`config.mk`:
```
export PLATFORM = sky130hd
export DESIGN_NAME = controller
export DESIGN_NICKNAME = d
export VERILOG_FILES = /design/src/ctrlPkg.sv /design/src/execDecoder.sv /design/src/irqArbiter.sv /design/src/cpuSequencer.sv /design/src/controller.sv
export VERILOG_INCLUDE_DIRS = /design/src
export SDC_FILE = /design/constraint.sdc
export NUM_CORES = 1
export LEC_CHECK = 0
export ABC_AREA = 1
export CAP_MARGIN = 20
export CORE_UTILIZATION = 50
export CTS_BUF_LIST = sky130_fd_sc_hd__clkbuf_16
export CTS_CLUSTER_SIZE = 30
export DETAILED_ROUTE_END_ITERATION = 8
export DONT_BUFFER_PORTS = 1
export MAX_ROUTING_LAYER = met4
export PLACE_DENSITY = 0.68
export SLEW_MARGIN = 20
export SYNTH_ARGS = -nofsm -noshare
export SYNTH_HDL_FRONTEND = slang
export SYNTH_SLANG_ARGS = --single-unit
```
`constraint.sdc`:
```
create_clock -name clk -period 1.4 [get_ports clk]
set_clock_uncertainty 0.05 [all_clocks]
set_input_delay 0.14 -clock clk [delete_from_list [all_inputs] [get_ports clk]]
set_output_delay 0.14 -clock clk [all_outputs]
set_load 0.1 [all_outputs]
```
`src/ctrl_defines.svh`:
```
`ifndef CTRL_DEFINES_SVH
`define CTRL_DEFINES_SVH

// Instruction word
`define INSTR_W 16

// Register, address, data and trap selects
`define SEL_W 3

// ALU operation, flag condition and minor opcode
`define ALUOP_W 4

// Sequencer state register
`define STATE_W 4

`endif

```
`src/ctrlPkg.sv`:
```
`include "ctrl_defines.svh"

package ctrlPkg;

  // Top three bits of the instruction
  typedef enum logic [2:0] {
    ALU16   = 3'd0,
    ALU8H   = 3'd1,
    ALU8L   = 3'd2,
    MEM     = 3'd3,
    JUMP    = 3'd4,
    RSV5    = 3'd5,
    RSV6    = 3'd6,
    SPECIAL = 3'd7
  } majorOp_e;

  // Minor codes under MEM; bit 11 picks the byte for immediate loads
  typedef enum logic [`ALUOP_W-1:0] {
    read16       = 4'd0,
    write16      = 4'd1,
    read8L       = 4'd2,
    write8L      = 4'd3,
    read8H       = 4'd4,
    write8H      = 4'd5,
    read8SignExt = 4'd6,
    loadImmSext  = 4'd7,
    loadImm8     = 4'd8,
    loadImm9     = 4'd9,
    loadImm10    = 4'd10,
    loadImm11    = 4'd11,
    loadImm12    = 4'd12,
    loadImm13    = 4'd13,
    loadImm14    = 4'd14,
    loadImm15    = 4'd15
  } memOp_e;

  typedef enum logic [`STATE_W-1:0] {
    fetch      = 4'd0,
    execute    = 4'd1,
    callTarget = 4'd8,
    popPc      = 4'd9,
    popPcReti  = 4'd10,
    popFlags   = 4'd11,
    pushPc     = 4'd12,
    vectorSel  = 4'd13,
    vectorLoad = 4'd14,
    irqCheck   = 4'd15
  } seqState_e;

  // Where execute goes after the current cycle
  typedef enum logic [2:0] {
    stay,
    finish,
    toCallTarget,
    toPopPc,
    toPopPcReti
  } execNext_e;

  typedef struct packed {
    logic                ldIr;
    logic                ldSp;
    logic                incSp;
    logic                decSp;
    logic                ldPc;
    logic                incPc;
    logic                rd16;
    logic                rd8;
    logic [1:0]          wr;       // High byte, low byte
    logic [`SEL_W-1:0]   addrSel;
    logic [`SEL_W-1:0]   dataSel;
    logic [`SEL_W-1:0]   trapSel;
    logic [`SEL_W-1:0]   ra;
    logic [`SEL_W-1:0]   rb;
    logic [`SEL_W-1:0]   rd;
    logic [`SEL_W-1:0]   wd;
    logic [`ALUOP_W-1:0] aluop;
    logic [`ALUOP_W-1:0] flagCond;
    logic                flagSave;
    logic                flagRest;
    logic                op8;
  } ctrlWord_t;

  typedef struct packed {
    logic trap;
    logic nmi;
    logic intr;
  } irqLines_t;

endpackage

```
`src/execDecoder.sv`:
```
`include "ctrl_defines.svh"

module execDecoder (
  input  logic [`INSTR_W-1:0] ir,
  input  logic                status,
  input  logic                done,
  output ctrlPkg::ctrlWord_t  execWord,
  output ctrlPkg::execNext_e  execNext,
  output logic                setIrqEn,
  output logic                irqEnValue
);
  import ctrlPkg::*;

  majorOp_e             majorOp;
  memOp_e               memOp;
  logic [`ALUOP_W-1:0]  minorOp;
  logic                 regTarget;

  assign majorOp   = majorOp_e'(ir[`INSTR_W-1 -: 3]);
  assign minorOp   = ir[`INSTR_W-4 -: `ALUOP_W];
  assign memOp     = memOp_e'(minorOp);
  assign regTarget = &minorOp;  // All-ones minor op selects a register target

  // Bus cycles stay in execute until the memory answers
  function automatic execNext_e holdUntil(input logic ready, input execNext_e after);
    return ready ? after : stay;
  endfunction

  always_comb begin
    execWord   = '0;
    execNext   = finish;
    setIrqEn   = 1'b0;
    irqEnValue = 1'b0;
    case (majorOp)
      ALU16, ALU8H, ALU8L: begin
        execWord.flagSave = 1'b1;
        execWord.dataSel  = 3'd1;   // ALU result
        execWord.aluop    = minorOp;
        execWord.ra       = ir[8:6];
        execWord.rb       = ir[5:3];
        execWord.rd       = ir[2:0];
        case (majorOp)
          ALU16:   execWord.wd = 3'b011;
          ALU8H:   execWord.wd = 3'b010;
          default: begin
            execWord.wd  = 3'b001;
            execWord.op8 = 1'b1;
          end
        endcase
      end
      MEM: begin
        case (memOp)
          read16, read8L, read8H, read8SignExt: begin
            execWord.ra      = ir[8:6];
            execWord.rb      = ir[5:3];
            execWord.rd      = ir[2:0];
            execWord.addrSel = ir[5:3];
            execNext         = holdUntil(done, finish);
            case (memOp)
              read16: begin
                execWord.rd16 = 1'b1;
                execWord.wd   = 3'b011;
              end
              read8L: begin
                execWord.rd8 = 1'b1;
                execWord.wd  = 3'b001;
              end
              read8H: begin
                execWord.rd8 = 1'b1;
                execWord.wd  = 3'b110;
              end
              default: begin
                execWord.rd8     = 1'b1;
                execWord.wd      = 3'b011;
                execWord.dataSel = 3'd5;  // Sign-extended byte
              end
            endcase
          end
          write16, write8L, write8H: begin
            execWord.rb      = ir[5:3];
            execWord.ra      = ir[2:0];
            execWord.dataSel = 3'd3;
            execWord.addrSel = ir[8:6];
            execNext         = holdUntil(done, finish);
            case (memOp)
              write16: execWord.wr = 2'b11;
              write8L: execWord.wr = 2'b01;
              default: execWord.wr = 2'b10;
            endcase
          end
          loadImmSext: begin
            execWord.rd      = {2'b00, ir[8]};
            execWord.wd      = 3'b011;
            execWord.dataSel = 3'd7;
          end
          loadImm8, loadImm9, loadImm10, loadImm11,
          loadImm12, loadImm13, loadImm14, loadImm15: begin
            execWord.rd      = ir[10:8];
            execWord.wd      = {1'b0, ir[11], ~ir[11]};
            execWord.dataSel = 3'd6;  // Immediate byte
          end
          default: execNext = finish;
        endcase
      end
      JUMP: begin
        execWord.flagCond = minorOp;
        if (ir[8]) begin  // Call
          if (status) begin
            execWord.wr      = 2'b11;
            execWord.trapSel = regTarget ? 3'd0 : 3'd7;
            execWord.dataSel = 3'd2;  // Return address
            execWord.addrSel = 3'd5;  // Stack
            execWord.decSp   = done;
            execNext         = holdUntil(done, toCallTarget);
          end
        end else if (status && !regTarget) begin
          execWord.rd16  = 1'b1;
          execWord.ldPc  = done;
          execNext       = holdUntil(done, finish);
        end else if (status) begin
          execWord.ra      = ir[7:5];
          execWord.dataSel = 3'd3;
          execWord.ldPc    = 1'b1;
        end else begin
          execWord.incPc = 1'b1;  // Skip the target word
        end
      end
      SPECIAL: begin
        case (minorOp)
          4'd0: begin  // Load SP
            if (ir[8]) begin
              execWord.ldSp    = 1'b1;
              execWord.dataSel = 3'd7;
            end else begin
              execWord.rd16  = 1'b1;
              execWord.ldSp  = done;
              execWord.incPc = done;
              execNext       = holdUntil(done, finish);
            end
          end
          4'd1: begin  // Set Flag
            setIrqEn   = 1'b1;
            irqEnValue = ir[8];
          end
          4'd14: begin
            execWord.flagCond = ir[7:4];
            if (status) begin
              execWord.incSp = 1'b1;
              execNext       = toPopPcReti;
            end
          end
          4'd15: begin
            execWord.flagCond = ir[7:4];
            if (status) begin
              execWord.incSp = 1'b1;
              execNext       = toPopPc;
            end
          end
          default: execNext = finish;
        endcase
      end
      default: execNext = finish;  // RSV5, RSV6
    endcase
  end

endmodule

```
`src/irqArbiter.sv`:
```
`include "ctrl_defines.svh"

module irqArbiter (
  input  logic               clk,
  input  logic               rst,
  input  ctrlPkg::irqLines_t irqReq,
  input  logic               setIrqEn,
  input  logic               irqEnValue,
  input  logic               ackStrobe,
  output logic               pending,
  output logic [`SEL_W-1:0]  vectorCode,
  output ctrlPkg::irqLines_t irqAck
);
  import ctrlPkg::*;

  logic irqEn;
  logic intrLive;

  always_ff @(posedge clk or negedge rst) begin
    if (!rst) begin
      irqEn <= 1'b0;
    end else if (setIrqEn) begin
      irqEn <= irqEnValue;
    end
  end

  assign intrLive = irqReq.intr & irqEn;  // Maskable only when enabled
  assign pending  = irqReq.trap | irqReq.nmi | intrLive;

  // Trap over NMI over maskable
  always_comb begin
    irqAck     = '0;
    vectorCode = 3'd0;
    if (irqReq.trap) begin
      vectorCode  = 3'd1;
      irqAck.trap = ackStrobe;
    end else if (irqReq.nmi) begin
      vectorCode = 3'd2;
      irqAck.nmi = ackStrobe;
    end else if (intrLive) begin
      vectorCode  = 3'd3;
      irqAck.intr = ackStrobe;
    end
  end

endmodule

```
`src/cpuSequencer.sv`:
```
`include "ctrl_defines.svh"

module cpuSequencer (
  input  logic                clk,
  input  logic                rst,
  input  logic [`INSTR_W-1:0] ir,
  input  logic                done,
  input  ctrlPkg::ctrlWord_t  execWord,
  input  ctrlPkg::execNext_e  execNext,
  input  logic                setIrqEn,
  input  logic                pending,
  input  logic [`SEL_W-1:0]   vectorCode,
  output ctrlPkg::ctrlWord_t  ctrl,
  output logic                ackStrobe,
  output logic                irqEnWrite
);
  import ctrlPkg::*;

  seqState_e state;
  seqState_e nextState;
  logic      regTarget;

  assign regTarget  = &ir[`INSTR_W-4 -: `ALUOP_W];
  assign irqEnWrite = setIrqEn && (state == execute);

  always_ff @(posedge clk or negedge rst) begin
    if (!rst) begin
      state <= fetch;
    end else begin
      state <= nextState;
    end
  end

  always_comb begin
    ctrl      = '0;
    nextState = state;
    ackStrobe = 1'b0;
    case (state)
      fetch: begin
        ctrl.rd16  = 1'b1;
        ctrl.ldIr  = 1'b1;
        ctrl.incPc = done;
        nextState  = done ? execute : fetch;
      end
      execute: begin
        ctrl = execWord;
        case (execNext)
          stay:         nextState = execute;
          toCallTarget: nextState = callTarget;
          toPopPc:      nextState = popPc;
          toPopPcReti:  nextState = popPcReti;
          default:      nextState = irqCheck;
        endcase
      end
      callTarget: begin
        if (!regTarget) begin  // Target word follows the call
          ctrl.rd16 = 1'b1;
          ctrl.ldPc = done;
          nextState = done ? irqCheck : callTarget;
        end else begin
          ctrl.ra      = ir[7:5];
          ctrl.dataSel = 3'd3;
          ctrl.ldPc    = 1'b1;
          nextState    = irqCheck;
        end
      end
      popPc: begin
        ctrl.rd16    = 1'b1;
        ctrl.ldPc    = done;
        ctrl.addrSel = 3'd5;
        nextState    = done ? irqCheck : popPc;
      end
      popPcReti: begin
        ctrl.rd16    = 1'b1;
        ctrl.ldPc    = done;
        ctrl.incSp   = done;  // Step up to the saved flags
        ctrl.addrSel = 3'd5;
        nextState    = done ? popFlags : popPcReti;
      end
      popFlags: begin
        ctrl.rd16     = 1'b1;
        ctrl.flagRest = done;
        ctrl.addrSel  = 3'd5;
        nextState     = done ? irqCheck : popFlags;
      end
      irqCheck: begin
        if (pending) begin  // Flags go first
          ctrl.wr      = 2'b11;
          ctrl.dataSel = 3'd4;
          ctrl.addrSel = 3'd5;
          ctrl.decSp   = done;
          nextState    = done ? pushPc : irqCheck;
        end else begin
          nextState = fetch;
        end
      end
      pushPc: begin
        ctrl.wr      = 2'b11;
        ctrl.dataSel = 3'd2;
        ctrl.addrSel = 3'd5;
        ctrl.decSp   = done;
        nextState    = done ? vectorSel : pushPc;
      end
      vectorSel: begin
        ctrl.dataSel = 3'd2;
        ctrl.addrSel = 3'd5;
        ctrl.trapSel = vectorCode;
        nextState    = vectorLoad;
      end
      vectorLoad: begin
        ctrl.ldPc    = 1'b1;
        ctrl.dataSel = 3'd2;
        ctrl.addrSel = 3'd5;
        ctrl.trapSel = vectorCode;
        ackStrobe    = 1'b1;
        nextState    = fetch;
      end
      default: nextState = fetch;
    endcase
  end

endmodule

```
`src/controller.sv`:
```
`include "ctrl_defines.svh"

module controller (
  input  logic                clk,
  input  logic                rst,
  input  logic [`INSTR_W-1:0] ir,
  input  logic                status,
  input  logic                done,
  input  ctrlPkg::irqLines_t  irqReq,
  output ctrlPkg::ctrlWord_t  ctrl,
  output ctrlPkg::irqLines_t  irqAck
);
  import ctrlPkg::*;

  ctrlWord_t         execWord;
  execNext_e         execNext;
  logic              setIrqEn;
  logic              irqEnValue;
  logic              irqEnWrite;
  logic              pending;
  logic              ackStrobe;
  logic [`SEL_W-1:0] vectorCode;

  execDecoder uDecoder (
    .ir         (ir),
    .status     (status),
    .done       (done),
    .execWord   (execWord),
    .execNext   (execNext),
    .setIrqEn   (setIrqEn),
    .irqEnValue (irqEnValue)
  );

  irqArbiter uArbiter (
    .clk        (clk),
    .rst        (rst),
    .irqReq     (irqReq),
    .setIrqEn   (irqEnWrite),  // Only from a real execute cycle
    .irqEnValue (irqEnValue),
    .ackStrobe  (ackStrobe),
    .pending    (pending),
    .vectorCode (vectorCode),
    .irqAck     (irqAck)
  );

  cpuSequencer uSequencer (
    .clk        (clk),
    .rst        (rst),
    .ir         (ir),
    .done       (done),
    .execWord   (execWord),
    .execNext   (execNext),
    .setIrqEn   (setIrqEn),
    .pending    (pending),
    .vectorCode (vectorCode),
    .ctrl       (ctrl),
    .ackStrobe  (ackStrobe),
    .irqEnWrite (irqEnWrite)
  );

endmodule

```
==> results of run 1 <==
per-stage QoR:
| step | setup TNS [ns] | setup slack (ns) | hold slack [ns] |
|---|---|---|---|
| 2_1_floorplan | -24.10 | -1.17 | -0.206 |
| 3_3_place_gp | -7.60 | -0.332 | -0.206 |
logic make-up after synthesis:
group / after synthesis / synth area share
buf+inv: 52 / 0.155
flops: 5 / 0.0898
simple gates: 157 / 0.513
compound gates: 58 / 0.242
cell usage after synthesis:
cell type	number
nand2_1	71
inv_1	39
nor2_1	38
o21ai_0	18
nand3_1	17
a21oi_1	13
a31oi_1	8
nor3_1	8
nor2_2	7
dfrtp_1	5
inv_2	5
o211ai_1	5
o21ai_1	5
buf_2	4
nor2_4	4
o31ai_1	4
nand2_2	3
nor3_2	3
buf_4	2
nand4_1	2
nor4_1	2
a211oi_1	1
a22oi_1	1
buf_6	1
clkbuf_2	1
nand2_4	1
o22ai_1	1
o2bb2ai_1	1
o32ai_1	1
or2_2	1
==> results.ini, run 1 <==
[run_status]
status = aborted with a tool error
lastStage = detailed placement
firstError = [ERROR DPL-0038] Utilization greater than 100%, impossible to legalize

[synthesis]
ys_types = 30
avgSynthCellArea_um2 = 5.12
synth_top_area_cell = nand2_1
yosysWarnings = 0
synth.top_cell.area_share = 0.191
synthesis.area_mm2 = 0.00139
synth_seq_cells = 5
synth.top_cells.by_area = nand2_1 (19%), inv_1 (11%), nor2_1 (10%)
synth-seq-area-share = 0.0898
syn_inst = 272
syn_nets = 295

[floorplan]
start_util = 0.547
die_h_um = 54.8
ioPinCount = 68
fp-row-count = 18
dieWidth_um = 54.8

[placement]
numPortBuffers = 0
finalWeightedCongestion = 0.977

==> run 2, diff against run 1 <==
- CORE_UTILIZATION: 50 -> 35
- CTS_BUF_LIST: sky130_fd_sc_hd__clkbuf_16 -> unset
- CTS_CLUSTER_SIZE: 30 -> unset
- MAX_ROUTING_LAYER: met4 -> unset
- PLACE_DENSITY: 0.68 -> unset
- PLACE_DENSITY_LB_ADDON: unset -> 0.15
- clock period: 1.4 -> 1.8 ns (I/O delays scaled with it)
==> results.ini, run 2 <==
[run_status]
status = finished, violations left
violations = negative setup slack

[placement]
place_worst_setup_slack_ns = 0.00343
place_area_mm2 = 0.00282
hpwl_um = 5120
finalWeightedCongestion = 0.930
numPortBuffers = 0
dp.cells = 381

[sta]
finalCriticalPeriod_ns = 2.02
finalMaxSlewViolations = 0
hold_viol_final = 0
fin_ws_ns = -0.218
hold_ws_ns = 0.126
setup_violations = 37
slew_headroom = 0.695
rsz0062_at_grt = yes
tns_ns = -4.85
period_share = 1.12
max_freq_ghz = 0.495
worst_slew_pin_slew_ns = 0.455

[floorplan]
die_h_um = 65.1
fp-row-count = 22
ioPinCount = 68
coreArea_mm2 = 0.00374
dieWidth_um = 65.1
dieArea_mm2 = 0.00423
start_util = 0.372

[pwr]
ir_worst_vdd_mv = 0.802
power.density_mw_per_mm2 = 1290
power_mw = 4.21
total_leakage_power_nw = 1.36

[synthesis]
avgSynthCellArea_um2 = 5.12
synth_flop_cell = dfrtp_1
yosysWarnings = 0
synthTopCellsByCount = nand2_1 (71), inv_1 (39), nor2_1 (38)
synth_seq_cells = 5
synth-seq-area-share = 0.0898
yosysMostFrequentCell = nand2_1
synth.top_cell.area_share = 0.191
synth.top_cells.by_area = nand2_1 (19%), inv_1 (11%), nor2_1 (10%)
syn_inst = 272
synth_edf_count = 0
ys_types = 30
async_reset_ff_frac = 1.00
syn_nets = 295
synthesis.area_mm2 = 0.00139
synth_top_area_cell = nand2_1

[setup_path]
crit_fanout = 5
setup.worst_path.end_class = output port
slowest_delay_ns = 0.40
worst_ep_arrival_time_ns = 1.79
crit_chain = inv_2 > nand2_2 > inv_2 > nand2_4 > buf_12 > nor2_4 > clkinvlp_4 > nor2_4 > buf_12
reg2reg_from = uSequencer.state[1]$_DFF_PN0_
startpoint = uSequencer.state[1]$_DFF_PN0_
cp_slowest_cell = dfrtp_1
crit_family = buffers and inverters
crit_type = reg2out
crit_buf_inv = 5
cp-start-kind = register
critical_path_required_ns = 1.57

[cells_and_area]
largest_register_ffs = 4
utilization = 0.870
layout-drive-gt1-share = 0.540
max_flop_register = uSequencer.state
n_antenna_cell = 0
final_cell_mix = nand2_1 (56), buf_12 (40), inv_1 (29)
reg_top3 = uSequencer.state x4, uArbiter.irqEn x1
fillers = 183
syn_to_final_growth_pct = 134
nets = 376
layout_commonest_cell = nand2_1
final_cell_count_no_fill = 400
final_area_mm2 = 0.00326

[clock_network]
cts_root_buf = clkbuf_8
cts.path.max_buffers = 2
h-tree-depth = 1
clkTransAtPathRegs_ns = 0.04
cts_tree = built
numCtsBuffers = 3
clkLatencyLatePin_ns = 0.23
clock_sink_count = 5

[detailed_routing]
wl_per_cell_um = 19.0
first_iter_violations = 221
vias = 2411
drtPass1Iterations = 6
drt-total-wl_um = 7610
viasPerCell = 6.03
drtAntennaViolNets = 0
drcViolationCount = 0

[worst_hold_path]
hp-class = in2reg
hold_start = done

[grt]
grt_pass1_wl_um = 10300
antenna_found_initial = 0
grt.total_usage = 0.319
grt_max_degree = 11
grt_pass1_vias = 2095
grt_overflow = 0

[flow_run]
max_cap_viol_count = 0

run 2: tightest hold or removal path: cells and delay by family:
family           cells  cell delay [ns]
AND/OR/NAND/NOR      4             0.18
run 2: worst paths after layout:
path	to	slack, ns	cells after the start
worst max register to register	uArbiter.irqEn$_DFFE_PN0P_	0.16	10
worst max-delay path	ctrl[8]	-0.22	9
worst min register to register	uArbiter.irqEn$_DFFE_PN0P_	0.55	2
max in group asynchronous	uSequencer.state[0]$_DFF_PN0_	1.23	1
worst min-delay path	uSequencer.state[0]$_DFF_PN0_	0.13	4
min in group asynchronous	uSequencer.state[1]$_DFF_PN0_	0.22	1
run 2: logic make-up after synthesis:
| family | count (synthesis) | synth area share |
|---|---|---|
| and+or+nand+nor | 157 | 0.513 |
| AOI/OAI and AO/OA | 58 | 0.242 |
| DFF | 5 | 0.0898 |
| buffers and inverters | 52 | 0.155 |
run 2: cell type report:
cell class,count,area (um2),area share
multi-input cells,215,1620,0.497
clock buffers,3,41.3,0.0127
flip-flops and latches,5,128,0.0392
inverters,44,175,0.0538
well taps,48,60.1,0.0184
clock inverters,1,5.00,0.00154
repair buffers,84,1230,0.377
run 2: power breakdown:
| part | internal [mW] | leakage, nW | switching, mW |
|---|---|---|---|
| clock | 0.149 | 0.0255 | 0.0644 |
| sequential | 0.166 | 0.0612 | 0.0685 |
| combinational | 1.35 | 1.27 | 2.41 |
| total | 1.67 | 1.36 | 2.54 |
run 2: timing repair:
item	4_1_cts	5_1_grt
hold buffers	1	0
hold endpoints to repair	5	0
gates resized for setup	28	49
setup buffers	5	9
pin swaps	10	17
endpoints found under the setup margin	38	42
run 2: per-layer routing:
layer / routed length (um) / global-route usage
met1: 2740 / 0.422
met2: 3740 / 0.509
met3: 870 / 0.0863
met4: 259 / 0.0815
met5: 0 / 0
Power figures use the tool's default switching activity.
==> run 3, diff against run 2 <==
- SKIP_LAST_GASP: unset -> 1
- clock period: 1.8 -> 1.9 ns (I/O delays scaled with it)
==> results.ini, run 3 (synthesized netlist as in run 2, its figures left out) <==
[clock_network]
cts_tree = built
cts.path.max_buffers = 2
clkLatencyLatePin_ns = 0.23
numCtsBuffers = 3
clkTransAtPathRegs_ns = 0.04
clock_sink_count = 5
cts_root_buf = clkbuf_8
h-tree-depth = 1

[placement]
dp.cells = 372
finalWeightedCongestion = 0.907
hpwl_um = 4810
place_area_mm2 = 0.00274
numPortBuffers = 0
place_worst_setup_slack_ns = 0.0859

[sta]
hold_viol_final = 0
setup_violations = 24
fin_ws_ns = -0.144
finalCriticalPeriod_ns = 2.04
hold_ws_ns = 0.217
period_share = 1.08
worst_slew_pin_slew_ns = 0.563
rsz0062_at_grt = yes
slew_headroom = 0.621
tns_ns = -1.47
max_freq_ghz = 0.489
finalMaxSlewViolations = 0

[cells_and_area]
final_cell_mix = nand2_1 (61), buf_12 (41), inv_1 (33)
layout_commonest_cell = nand2_1
syn_to_final_growth_pct = 122
reg_top3 = uSequencer.state x4, uArbiter.irqEn x1
final_area_mm2 = 0.00310
largest_register_ffs = 4
layout-drive-gt1-share = 0.494
max_flop_register = uSequencer.state
nets = 366
utilization = 0.827
n_antenna_cell = 0
final_cell_count_no_fill = 390

[detailed_routing]
drcViolationCount = 0
wl_per_cell_um = 18.0
drt-total-wl_um = 7030
first_iter_violations = 289
viasPerCell = 5.95
drtAntennaViolNets = 0
drtPass1Iterations = 6
vias = 2319

[grt]
antenna_found_initial = 0
grt.total_usage = 0.298
grt_pass1_vias = 2059
grt_pass1_wl_um = 9910
grt_max_degree = 11
grt_overflow = 0

[pwr]
power.density_mw_per_mm2 = 1230
ir_worst_vdd_mv = 1.01
total_leakage_power_nw = 1.28
power_mw = 3.82

[floorplan]
coreArea_mm2 = 0.00374
dieWidth_um = 65.1
start_util = 0.372
die_h_um = 65.1
dieArea_mm2 = 0.00423
fp-row-count = 22
ioPinCount = 68

[setup_path]
crit_type = reg2out
r2r_slack_ns = 0.01
setup.worst_path.end_class = output port
worst_ep_arrival_time_ns = 1.80
cp-start-kind = register
crit_fanout = 6
critical_path_required_ns = 1.66

[worst_hold_path]
hp-class = in2async

[flow_run]
max_cap_viol_count = 0

[run_status]
status = finished, violations left
violations = negative setup slack

## run 3: cell types whose count changed in the layout (fill, tap and decap cells not counted), sizes merged
| cell | before | now |
|---|---|---|
| buf | 81 | 70 |
| clkinvlp | 2 | 1 |
| clkbuf | 5 | 6 |
| inv | 42 | 43 |
## run 3: report_power, final
group          internal [mW]  switching, mW
Sequential             0.157         0.0722
Clock                  0.142         0.0627
Combinational           1.18           2.21
## run 3: path summary, 6_finish.rpt
kind,startpoint,cells past startpoint,endpoint
max in group asynchronous,rst,1,uSequencer.state[2]$_DFF_PN0_
min in group clk,done,4,uSequencer.state[0]$_DFF_PN0_
min,rst,1,uArbiter.irqEn$_DFFE_PN0P_
min reg2reg,uArbiter.irqEn$_DFFE_PN0P_,2,uArbiter.irqEn$_DFFE_PN0P_
max reg2reg,uSequencer.state[1]$_DFF_PN0_,10,uArbiter.irqEn$_DFFE_PN0P_
max,uSequencer.state[1]$_DFF_PN0_,9,ctrl[9]
## run 3: final cells by class
cell class / count / area [um2]
inverters: 44 / 171
well taps: 48 / 60.1
repair buffers: 74 / 1140
clock inverters: 1 / 5.00
clock buffers: 3 / 41.3
multi-input cells: 215 / 1550
flip-flops and latches: 5 / 128
fillers: 210 / 647
## run 3: repair_timing
action                     CTS  global route
buffers inserted             3            10
hold endpoints to repair     5             0
cloned                       0             1
gates resized for setup     11            37
setup endpoints to repair   30            36
pin swaps                    1            14
hold buffers                 1             0
## run 3: worst max-delay path, stage by stage, from the launching register on
cell and delay [ns]:
dfrtp_1 0.42, inv_2 0.11, nand2_4 0.07, inv_4 0.08
nand2_8 0.08, buf_4 0.17, nor2_4 0.12, inv_1 0.18
nor2_4 0.15, buf_12 0.18
## run 3: per-layer routing
metal	track usage	wire length, um
met3	0.0599	818
met2	0.497	3390
met1	0.408	2630
met4	0.0272	196
met5	0	0
